[src/rtl/dsp_pkg.sv]
`default_nettype none

package dsp_pkg;

    // Word geometry
    localparam int channel_width = 4;
    localparam int code_precision = 8;

    // Equalizer
    localparam int ffe_length = 3;
    localparam int weight_precision = 8;
    localparam int ffe_sum_precision = 18;

    // Channel estimate
    localparam int est_channel_depth = 3;
    localparam int est_channel_precision = 8;
    localparam int shift_precision = 3;
    localparam int error_precision = 12;

    // Buffering between producer and consumer
    localparam int fifo_depth = 4;
    localparam int fifo_ptr_width = $clog2(fifo_depth);
    localparam int fifo_count_width = $clog2(fifo_depth + 1);

    typedef logic signed [code_precision-1:0] code_t;
    typedef code_t [channel_width-1:0] code_word_t;
    typedef logic [channel_width-1:0] bit_word_t;

    typedef logic signed [weight_precision-1:0] weight_t;
    typedef weight_t [ffe_length-1:0] weight_vec_t;
    typedef logic signed [ffe_sum_precision-1:0] ffe_sum_t;

    typedef logic signed [est_channel_precision-1:0] chan_t;
    typedef chan_t [est_channel_depth-1:0] chan_vec_t;
    typedef logic [shift_precision-1:0] shift_t;

    typedef logic signed [error_precision-1:0] error_t;
    typedef error_t [channel_width-1:0] error_word_t;

    typedef logic [fifo_ptr_width-1:0] fifo_ptr_t;
    typedef logic [fifo_count_width-1:0] fifo_count_t;

endpackage : dsp_pkg

`default_nettype wire

[src/rtl/lane_fifo.sv]
`timescale 1ns/1ps
`default_nettype none

module lane_fifo #(
    parameter type payload_t = logic
) (
    input  wire logic     clk,
    input  wire logic     rst_n_i,
    input  wire logic     valid_i,
    input  wire payload_t data_i,
    input  wire logic     ready_i,
    output logic          ready_o,
    output logic          valid_o,
    output payload_t      data_o
);
    import dsp_pkg::*;

    payload_t    mem [fifo_depth];
    fifo_ptr_t   wr_ptr;
    fifo_ptr_t   rd_ptr;
    fifo_count_t count;
    logic        push;
    logic        pop;

    function automatic fifo_ptr_t next_ptr(input fifo_ptr_t ptr);
        return (ptr == fifo_ptr_t'(fifo_depth - 1)) ? '0 : ptr + 1'b1;
    endfunction

    // Full FIFO still takes a word when one leaves
    assign ready_o = (count != fifo_count_t'(fifo_depth)) | ready_i;
    assign valid_o = (count != '0);
    assign push    = valid_i & ready_o;
    assign pop     = valid_o & ready_i;
    assign data_o  = mem[rd_ptr];

    always_ff @(posedge clk) begin
        if (!rst_n_i) begin
            wr_ptr <= '0;
            rd_ptr <= '0;
            count  <= '0;
        end else begin
            if (push) begin
                wr_ptr <= next_ptr(wr_ptr);
            end
            if (pop) begin
                rd_ptr <= next_ptr(rd_ptr);
            end
            // Simultaneous push and pop leaves the count alone
            case ({push, pop})
                2'b10:   count <= count + 1'b1;
                2'b01:   count <= count - 1'b1;
                default: count <= count;
            endcase
        end
    end

    always_ff @(posedge clk) begin
        if (push) begin
            mem[wr_ptr] <= data_i;
        end
    end

endmodule : lane_fifo

`default_nettype wire

[src/rtl/ffe_slicer.sv]
`timescale 1ns/1ps
`default_nettype none

module ffe_slicer (
    input  wire logic                 clk,
    input  wire logic                 rst_n_i,
    input  wire logic                 valid_i,
    input  wire dsp_pkg::code_word_t  codes_i,
    input  wire dsp_pkg::weight_vec_t weights_i,
    input  wire logic                 ready_i,
    output logic                      ready_o,
    output logic                      valid_o,
    output dsp_pkg::bit_word_t        bits_o,
    output dsp_pkg::code_word_t       codes_o
);
    import dsp_pkg::*;

    code_t [channel_width+ffe_length-2:0] window;
    code_t [ffe_length-2:0]               code_hist;
    bit_word_t                            sliced;
    logic                                 accept;

    // Output register is free or drains this cycle
    assign ready_o = ~valid_o | ready_i;
    assign accept  = valid_i & ready_o;

    // Previous word's tail below the new word, lane 0 oldest
    assign window = {codes_i, code_hist};

    always_comb begin
        ffe_sum_t acc;
        for (int i = 0; i < channel_width; i++) begin
            acc = '0;
            for (int k = 0; k < ffe_length; k++) begin
                acc = acc + ffe_sum_t'(window[i+ffe_length-1-k]) * ffe_sum_t'(weights_i[k]);
            end
            // Sign slicer
            sliced[i] = (acc >= 0);
        end
    end

    always_ff @(posedge clk) begin
        if (!rst_n_i) begin
            valid_o   <= 1'b0;
            code_hist <= '0;
        end else begin
            if (ready_o) begin
                valid_o <= valid_i;
            end
            // Only accepted words advance the history
            if (accept) begin
                code_hist <= codes_i[channel_width-1 -: ffe_length-1];
            end
        end
    end

    always_ff @(posedge clk) begin
        if (accept) begin
            bits_o  <= sliced;
            codes_o <= codes_i;
        end
    end

endmodule : ffe_slicer

`default_nettype wire

[src/rtl/channel_error.sv]
`timescale 1ns/1ps
`default_nettype none

module channel_error (
    input  wire logic                clk,
    input  wire logic                rst_n_i,
    input  wire logic                valid_i,
    input  wire dsp_pkg::bit_word_t  bits_i,
    input  wire dsp_pkg::code_word_t codes_i,
    input  wire dsp_pkg::chan_vec_t  channel_est_i,
    input  wire dsp_pkg::shift_t     channel_shift_i,
    input  wire logic                ready_i,
    output logic                     ready_o,
    output logic                     valid_o,
    output dsp_pkg::error_word_t     err_o
);
    import dsp_pkg::*;

    logic [channel_width+est_channel_depth-2:0] bit_window;
    logic [est_channel_depth-2:0]               bit_hist;
    error_word_t                                err;
    logic                                       accept;

    assign ready_o = ~valid_o | ready_i;
    assign accept  = valid_i & ready_o;

    // Zero history bits stand for symbol -1
    assign bit_window = {bits_i, bit_hist};

    always_comb begin
        error_t est;
        for (int i = 0; i < channel_width; i++) begin
            est = '0;
            for (int k = 0; k < est_channel_depth; k++) begin
                // Bit 1 is +1, bit 0 is -1
                if (bit_window[i+est_channel_depth-1-k]) begin
                    est = est + error_t'(channel_est_i[k]);
                end else begin
                    est = est - error_t'(channel_est_i[k]);
                end
            end
            est    = est >>> channel_shift_i;
            err[i] = est - error_t'(codes_i[i]);
        end
    end

    always_ff @(posedge clk) begin
        if (!rst_n_i) begin
            valid_o  <= 1'b0;
            bit_hist <= '0;
        end else begin
            if (ready_o) begin
                valid_o <= valid_i;
            end
            if (accept) begin
                bit_hist <= bits_i[channel_width-1 -: est_channel_depth-1];
            end
        end
    end

    always_ff @(posedge clk) begin
        if (accept) begin
            err_o <= err;
        end
    end

endmodule : channel_error

`default_nettype wire

[src/rtl/datapath_core.sv]
`timescale 1ns/1ps
`default_nettype none

module datapath_core (
    input  wire logic                 clk,
    input  wire logic                 rst_n_i,
    input  wire logic                 adc_valid_i,
    input  wire dsp_pkg::code_word_t  adc_codes_i,
    input  wire dsp_pkg::weight_vec_t weights_i,
    input  wire dsp_pkg::chan_vec_t   channel_est_i,
    input  wire dsp_pkg::shift_t      channel_shift_i,
    input  wire logic                 err_ready_i,
    output logic                      adc_ready_o,
    output logic                      err_valid_o,
    output dsp_pkg::error_word_t      err_o
);
    import dsp_pkg::*;

    logic       ffe_valid;
    logic       ffe_ready;
    bit_word_t  ffe_bits;
    code_word_t ffe_codes;

    logic       bit_fifo_ready;
    logic       code_fifo_ready;
    logic       fifo_valid;
    bit_word_t  fifo_bits;
    code_word_t fifo_codes;
    logic       err_pop;

    // Both FIFOs move in lockstep
    assign ffe_ready = bit_fifo_ready & code_fifo_ready;

    ffe_slicer ffe_slicer_inst (
        .clk       (clk),
        .rst_n_i   (rst_n_i),
        .valid_i   (adc_valid_i),
        .codes_i   (adc_codes_i),
        .weights_i (weights_i),
        .ready_i   (ffe_ready),
        .ready_o   (adc_ready_o),
        .valid_o   (ffe_valid),
        .bits_o    (ffe_bits),
        .codes_o   (ffe_codes)
    );

    lane_fifo #(
        .payload_t (bit_word_t)
    ) bit_fifo (
        .clk     (clk),
        .rst_n_i (rst_n_i),
        .valid_i (ffe_valid),
        .data_i  (ffe_bits),
        .ready_i (err_pop),
        .ready_o (bit_fifo_ready),
        .valid_o (fifo_valid),
        .data_o  (fifo_bits)
    );

    // Valid tracks bit_fifo since the counts never differ
    lane_fifo #(
        .payload_t (code_word_t)
    ) code_fifo (
        .clk     (clk),
        .rst_n_i (rst_n_i),
        .valid_i (ffe_valid),
        .data_i  (ffe_codes),
        .ready_i (err_pop),
        .ready_o (code_fifo_ready),
        .valid_o (),
        .data_o  (fifo_codes)
    );

    channel_error channel_error_inst (
        .clk             (clk),
        .rst_n_i         (rst_n_i),
        .valid_i         (fifo_valid),
        .bits_i          (fifo_bits),
        .codes_i         (fifo_codes),
        .channel_est_i   (channel_est_i),
        .channel_shift_i (channel_shift_i),
        .ready_i         (err_ready_i),
        .ready_o         (err_pop),
        .valid_o         (err_valid_o),
        .err_o           (err_o)
    );

endmodule : datapath_core

`default_nettype wire

[config.mk]
export PLATFORM = sky130hd
export DESIGN_NAME = datapath_core
export DESIGN_NICKNAME = d
export VERILOG_FILES = /design/src/rtl/dsp_pkg.sv /design/src/rtl/lane_fifo.sv /design/src/rtl/ffe_slicer.sv /design/src/rtl/channel_error.sv /design/src/rtl/datapath_core.sv
export SDC_FILE = /design/constraint.sdc
export NUM_CORES = 2
export LEC_CHECK = 0
export BUFFER_PORTS_ARGS = -buffer_cell sky130_fd_sc_hd__buf_2
export CORE_UTILIZATION = 43
export CTS_CLUSTER_SIZE = 25
export DETAILED_ROUTE_END_ITERATION = 7
export PLACE_DENSITY = 0.7
export REMOVE_ABC_BUFFERS = 1
export SLEW_MARGIN = 20
export SYNTH_ARGS = -nofsm -noshare
export SYNTH_HDL_FRONTEND = slang
export SYNTH_SLANG_ARGS = --single-unit
[constraint.sdc]
create_clock -name clk -period 16.14 [get_ports clk]
set_input_delay 1.614 -clock clk [delete_from_list [all_inputs] [get_ports clk]]
set_output_delay 1.614 -clock clk [all_outputs]
set_load 0.05 [all_outputs]
### Word-level counts from Yosys, hierarchy flattened

Memory sizes are Yosys's and may differ from the RTL's. A register that Yosys moved wholly into a read port is not among the register bits.
Index checks and enable logic that the tools add are counted.

* bits in read-only memories: 0
* output and inout bits: 50
* memory bits (writable): 144
* latch bits: 0
* logic and storage cells: 131
* input port bits: 87
* memories: 2
* flip-flop bits (word level): 118

Memories
* code_fifo.mem: depth 4, width 32, read ports 1, clocked after Yosys merged registers in 1, wr ports 1, line lane_fifo.sv:18 `payload_t mem [fifo_depth];`
* bit_fifo.mem: depth 4, width 4, read ports 1, clocked after Yosys merged registers in 1, wr ports 1, line lane_fifo.sv:18

* bitwise operators: 12
* mux-type cells: 26
* magnitude comparators: 4
* shift operators: 4
* reductions and logical operators: 4
* divide/modulo/power cells: 0
* multipliers: 12
* $add $sub $neg: 37
* equality and inequality tests: 10

Operators with widths (count)
* multiplier 8 x 8 -> 16 bit: 12
* two-way mux 12 bit: 12
* subtractor 12 x 8 -> 12 bit: 12
* adder 12 x 8 -> 12 bit: 8
* adder 18 x 16 -> 18 bit: 4
* adder 18 bit: 4
* >= comparator 18 x 1 -> 1 bit (second input constant): 4
* >>> shifter 12 x 3 -> 12 bit: 4
* two-way mux 2 bit: 8
* equality test 2 bit (second input constant): 6
* one-hot mux 3 bit (2 select lines): 2
* subtractor 1 x 8 -> 9 bit (first input constant): 1
* adder 2 x 1 -> 2 bit (second input constant): 4
* adder 3 x 1 -> 3 bit (second input constant): 2
* bitwise AND 1 bit: 6
* != test 3 bit (second input constant): 2
* nonzero test 3 bit: 2
* subtractor 3 x 1 -> 3 bit (second input constant): 2
* equality test 2 x 1 -> 1 bit (second input constant): 2
* two-way mux 1 bit: 4
* bitwise OR 1 bit: 4
* nonzero test 2 bit: 2
* inverter 1 bit: 2

### Depth between registers and ports, before layout

* depth after elaboration: 8
* gate-level depth with buffers: 34
* mapped depth without buffers: 33

### Hierarchy

Synthesis repeated with hierarchy kept, for this count alone.

* cell total of the unflattened synthesis: 4885
* area, all modules: 49177.2 um2

Modules (own cells, without submodules)
* ffe_slicer: seq. area each 1421.4 um2, area an instance 32597.5 um2, times used 1, cells each 3245
* channel_error: seq. area each 1501.4 um2, area an instance 10421.2 um2, times used 1, cells each 1340
* lane_fifo at code_fifo: seq. area each 4023.9 um2, area an instance 5088.6 um2, times used 1, cells each 223
* lane_fifo at bit_fifo: seq. area each 660.6 um2, area an instance 1063.5 um2, times used 1, cells each 76
* datapath_core: seq. area each 0.0 um2, area an instance 6.3 um2, times used 1, cells each 1

### Least setup slack after synthesis

No wires, ideal clock.

* kind: input to register
* start point: in weights_i[15] (netlist name)
* end point: reg ffe_slicer_inst.bits_o[2], data pin
* data arrival time: 9.432 ns
* setup slack: 6.443 ns
* setup time: 0.265 ns
* data required time: 15.875 ns
* buffers on the path: 2
* stages on the path: 28
* cell sequence: inv_1 > clkbuf_1 > clkbuf_1 > fa_1 > fa_1 > inv_1 > fa_1 > fa_1 > ha_1 > inv_1 > o21ai_0 > a21oi_1 > o21ai_0 > a41oi_1 > a21oi_1 > xnor2_1 > fa_1 > inv_1 > fa_1 > fa_1 > fa_1 > fa_1 > ha_1 > a2111oi_0 > nand2_1 > o21ai_0 > xnor2_1 > xnor2_1

* cells in the longest elaborated chain, start to end: 4

RTL lines
* start: declaration: line datapath_core.sv:9 `input wire dsp_pkg::weight_vec_t weights_i,`
* multiplier 8 x 8 -> 16 bit: line ffe_slicer.sv:35 `acc = acc + ffe_sum_t'(window[i+ffe_length-1-k]) * ffe_sum_t'(weights_i[k]);`
* adder 18 bit: line ffe_slicer.sv:35
* adder 18 x 16 -> 18 bit: line ffe_slicer.sv:35
* >= comparator 18 x 1 -> 1 bit: line ffe_slicer.sv:38 `sliced[i] = (acc >= 0);`
* via ffe_slicer_inst.sliced[2]: line ffe_slicer.sv:20 `bit_word_t sliced;`
* end signal: assignment: line ffe_slicer.sv:59 `bits_o <= sliced;`
* end: declaration: line ffe_slicer.sv:13 `output dsp_pkg::bit_word_t bits_o,`

The timed path passes the listed nets, and every way through them passes these cells.
A chain may end at the register's enable or synchronous reset.

### Worst setup path after layout

* start point: in weights_i[10] (netlist name)
* end point: reg ffe_slicer_inst.bits_o[3], data pin

The elaborated chain is that of the path after synthesis.

==> impl_metrics.env <==
export IMPL_gp_congestion=0.889
export IMPL_yosysWarnings=0
export IMPL_synth_common_cells="inv_1, fa_1, ha_1"
export IMPL_max_slew_margin_rel=0.369
export IMPL_cts_max_level=2
export IMPL_netlist_area_leader_share=0.325
export IMPL_status="finished, final reports clean"
export IMPL_cts_buffers_inserted=34
export IMPL_worstPathRequired_ns=16.43
export IMPL_synth_most_common_cell="inv_1"
export IMPL_fin_ws_ns=6.40
export IMPL_drt_wirelength_per_cell_um=17.4
export IMPL_clkTransAtPathRegs_ns=0.07
export IMPL_slowest_delay_ns=0.56
export IMPL_cap_viol_max_count=0
export IMPL_cts_resized_gates=0
export IMPL_grtUsageTotal=0.200
export IMPL_yosysTopAreaCell="fa_1"
export IMPL_routed_wl_um=117000
export IMPL_worst_pin_slew_ns=0.938
export IMPL_grt_pass1_wl_um=192000
export IMPL_critPathBufInv=2
export IMPL_clk_latency_ns=0.55
export IMPL_syn_area_per_cell_um2=9.80
export IMPL_nNetsFinal=6638
export IMPL_synth_seq_cells=266
export IMPL_r2r_start="ffe_slicer_inst.code_hist[14]"
export IMPL_min_path_type="flip-flop to flip-flop"
export IMPL_synthSimpleGateAreaFrac=0.134
export IMPL_period_share=0.603
export IMPL_fmax_mhz=103
export IMPL_ys_seq_area_frac=0.150
export IMPL_min_delay_start="ffe_slicer_inst.codes_o[23]"
export IMPL_synth_top_family_by_area="adder cells"
export IMPL_post_cts_setup_buffers=0
export IMPL_num_fill_cells=10800
export IMPL_antenna_found_initial=10
export IMPL_vias=35200
export IMPL_hold_buffers=0
export IMPL_initial_core_util=0.434
export IMPL_synth_ff_type="edfxtp_1"
export IMPL_io_buffers=136
export IMPL_rows=125
export IMPL_whs_endpoint="code_fifo.mem[1][23]"
export IMPL_ctsLongestPathBuffers=3
export IMPL_ys_types=76
export IMPL_hold_viol=0
export IMPL_fin_setup_tns_ns=0
export IMPL_slew_violations=0
export IMPL_ant_nets=0
export IMPL_grt_pass1_vias=37000
export IMPL_end_kind="flip-flop"
export IMPL_io_pins=137
export IMPL_synthArstFlopShare=0
export IMPL_slowest_stage="fa_1"
export IMPL_cts_sinks=266
export IMPL_cp_start_kind="input pin"
export IMPL_worstRegToRegCells=28
export IMPL_rrSetupSlack_ns=7.41
export IMPL_synthCells=5164
export IMPL_fin_crit_ns=9.74
export IMPL_crit_fanout=32
export IMPL_synth_compound_area_frac=0.0729
export IMPL_drc=0
export IMPL_firstDrtPassIters=6
export IMPL_cts_tree="built"
export IMPL_dp_slack_ns=5.91
export IMPL_cp_arrival_ns=10.03
export IMPL_finalSetupViolations=0
export IMPL_drive_above_1_share=0.0606
export IMPL_multi_input_area_mm2=0.0386
export IMPL_first_iter_violations=1798
export IMPL_syn2layout_area_growth_pct=6.44
export IMPL_grt_overflow=0
export IMPL_die_height_um=345
export IMPL_r2r_end="ffe_slicer_inst.bits_o[0]"
export IMPL_netlist_area_mm2=0.0506
export IMPL_synthMuxAreaShare=0.0334
export IMPL_synthTopCellsByArea="fa_1, ha_1, edfxtp_1"
export IMPL_dieArea_mm2=0.119
export IMPL_dp_hpwl_um=92100
export IMPL_synth_adder_area_share=0.464
export IMPL_holdPathStages=0
export IMPL_avgViaCountPerCell=5.24
export IMPL_cpMostUsedCell="fa_1"
export IMPL_core_mm2=0.117
export IMPL_final_seq_area_mm2=0.00761
export IMPL_synth_edf_count=228
export IMPL_cpLargestDelayFamily="adder cells"
export IMPL_synth_xor_area_frac=0.0591
export IMPL_criticalPathCategory="input pin to flip-flop"
export IMPL_rsz0062_at_grt="no"
export IMPL_clock_root_buffer="clkbuf_16"
export IMPL_die_w_um=345
export IMPL_clock_skew_ns=0.0192
export IMPL_grt_max_degree=54
flip-flops by register name (all words and copies together) (netlist names), named ones only:
signal,count
code_fifo.rd_ptr,2
code_fifo.wr_ptr,2
bit_fifo.count,3
channel_error_inst.valid_o,1
bit_fifo.wr_ptr,2
ffe_slicer_inst.codes_o,32
code_fifo.mem,128
channel_error_inst.bit_hist,2
channel_error_inst.err_o,48
ffe_slicer_inst.valid_o,1
code_fifo.count,3
bit_fifo.mem,16
bit_fifo.rd_ptr,2
ffe_slicer_inst.bits_o,4
ffe_slicer_inst.code_hist,16
cell type report:
cell class / count / share of cell area
Sequential cell: 266 / 0.141
Clock buffer: 38 / 0.0166
Multi-Input combinational cell: 3733 / 0.717
Clock inverter: 24 / 0.00597
Inverter: 976 / 0.0680
Antenna cell: 3 / 0.000139
Timing Repair Buffer: 157 / 0.0156
Tap cell: 1524 / 0.0354
per-stage QoR:
| stage | area, µm² | util | hold slack (ns) | cells |
|---|---|---|---|---|
| 6_report | 53900 | 0.462 | 0.501 | 6721 |
| 5_1_grt | 53900 | 0.462 | 0.507 | 6718 |
| 4_1_cts | 53900 | 0.462 | 0.502 | 6718 |
| 3_5_place_dp | 52700 | 0.452 | 0.483 | 6656 |
| 3_3_place_gp | 52700 | 0.452 | 0.473 | 6656 |
| 2_1_floorplan | 49900 | - | 0.459 | 4975 |
metal layers:
layer,share of wire,vias to the layer above,wire (µm),track usage
met2,0.50,882,58400,0.354
met4,0.031,2,3620,0.0614
met1,0.42,17700,49300,0.260
met3,0.049,160,5710,0.0150
li1,-,16400,-,-
met5,0.000068,-,8,0
worst max-delay path by stage:
| stage | endpoint | slack (ns) | cells past startpoint | from |
|---|---|---|---|---|
| after floorplan | ffe_slicer_inst.bits_o[2] | 6.64 | 26 | weights_i[15] |
| after global placement | ffe_slicer_inst.bits_o[2] | 6.05 | 26 | weights_i[10] |
| after detailed placement | ffe_slicer_inst.bits_o[3] | 5.91 | 28 | weights_i[10] |
| after CTS | ffe_slicer_inst.bits_o[3] | 6.46 | 28 | weights_i[10] |
| after global routing | ffe_slicer_inst.bits_o[3] | 5.82 | 28 | weights_i[10] |
| final | ffe_slicer_inst.bits_o[3] | 6.40 | 28 | weights_i[10] |
placed cells by master, fill, tap and decap left out, types with 53 or more instances in the layout:
master	synthesis	routed
nand2_1	372	372
xor2_1	95	95
edfxtp_1	228	228
fa_1	822	822
a21oi_1	186	186
inv_1	970	970
xnor2_1	227	227
o21ai_0	128	128
ha_1	561	561
nor3_1	66	66
mux2i_1	53	53
nand2b_1	90	90
buf_2	2	136
nor2_1	181	180
and2_1	440	440
cells by family (layout without fill, tap and decap cells):
| family | after synthesis | after routing |
|---|---|---|
| compound gates | 585 | 585 |
| xor+xnor | 330 | 330 |
| fa+ha+maj | 1383 | 1383 |
| buf+inv | 1165 | 1195 |
| flops | 266 | 266 |
| mux | 119 | 119 |
| other cells | 0 | 3 |
| simple gates | 1316 | 1316 |
Power is left out: the tool's default activity adds up to more than one toggle a clock period on the data nets, which glitch-free logic cannot reach.
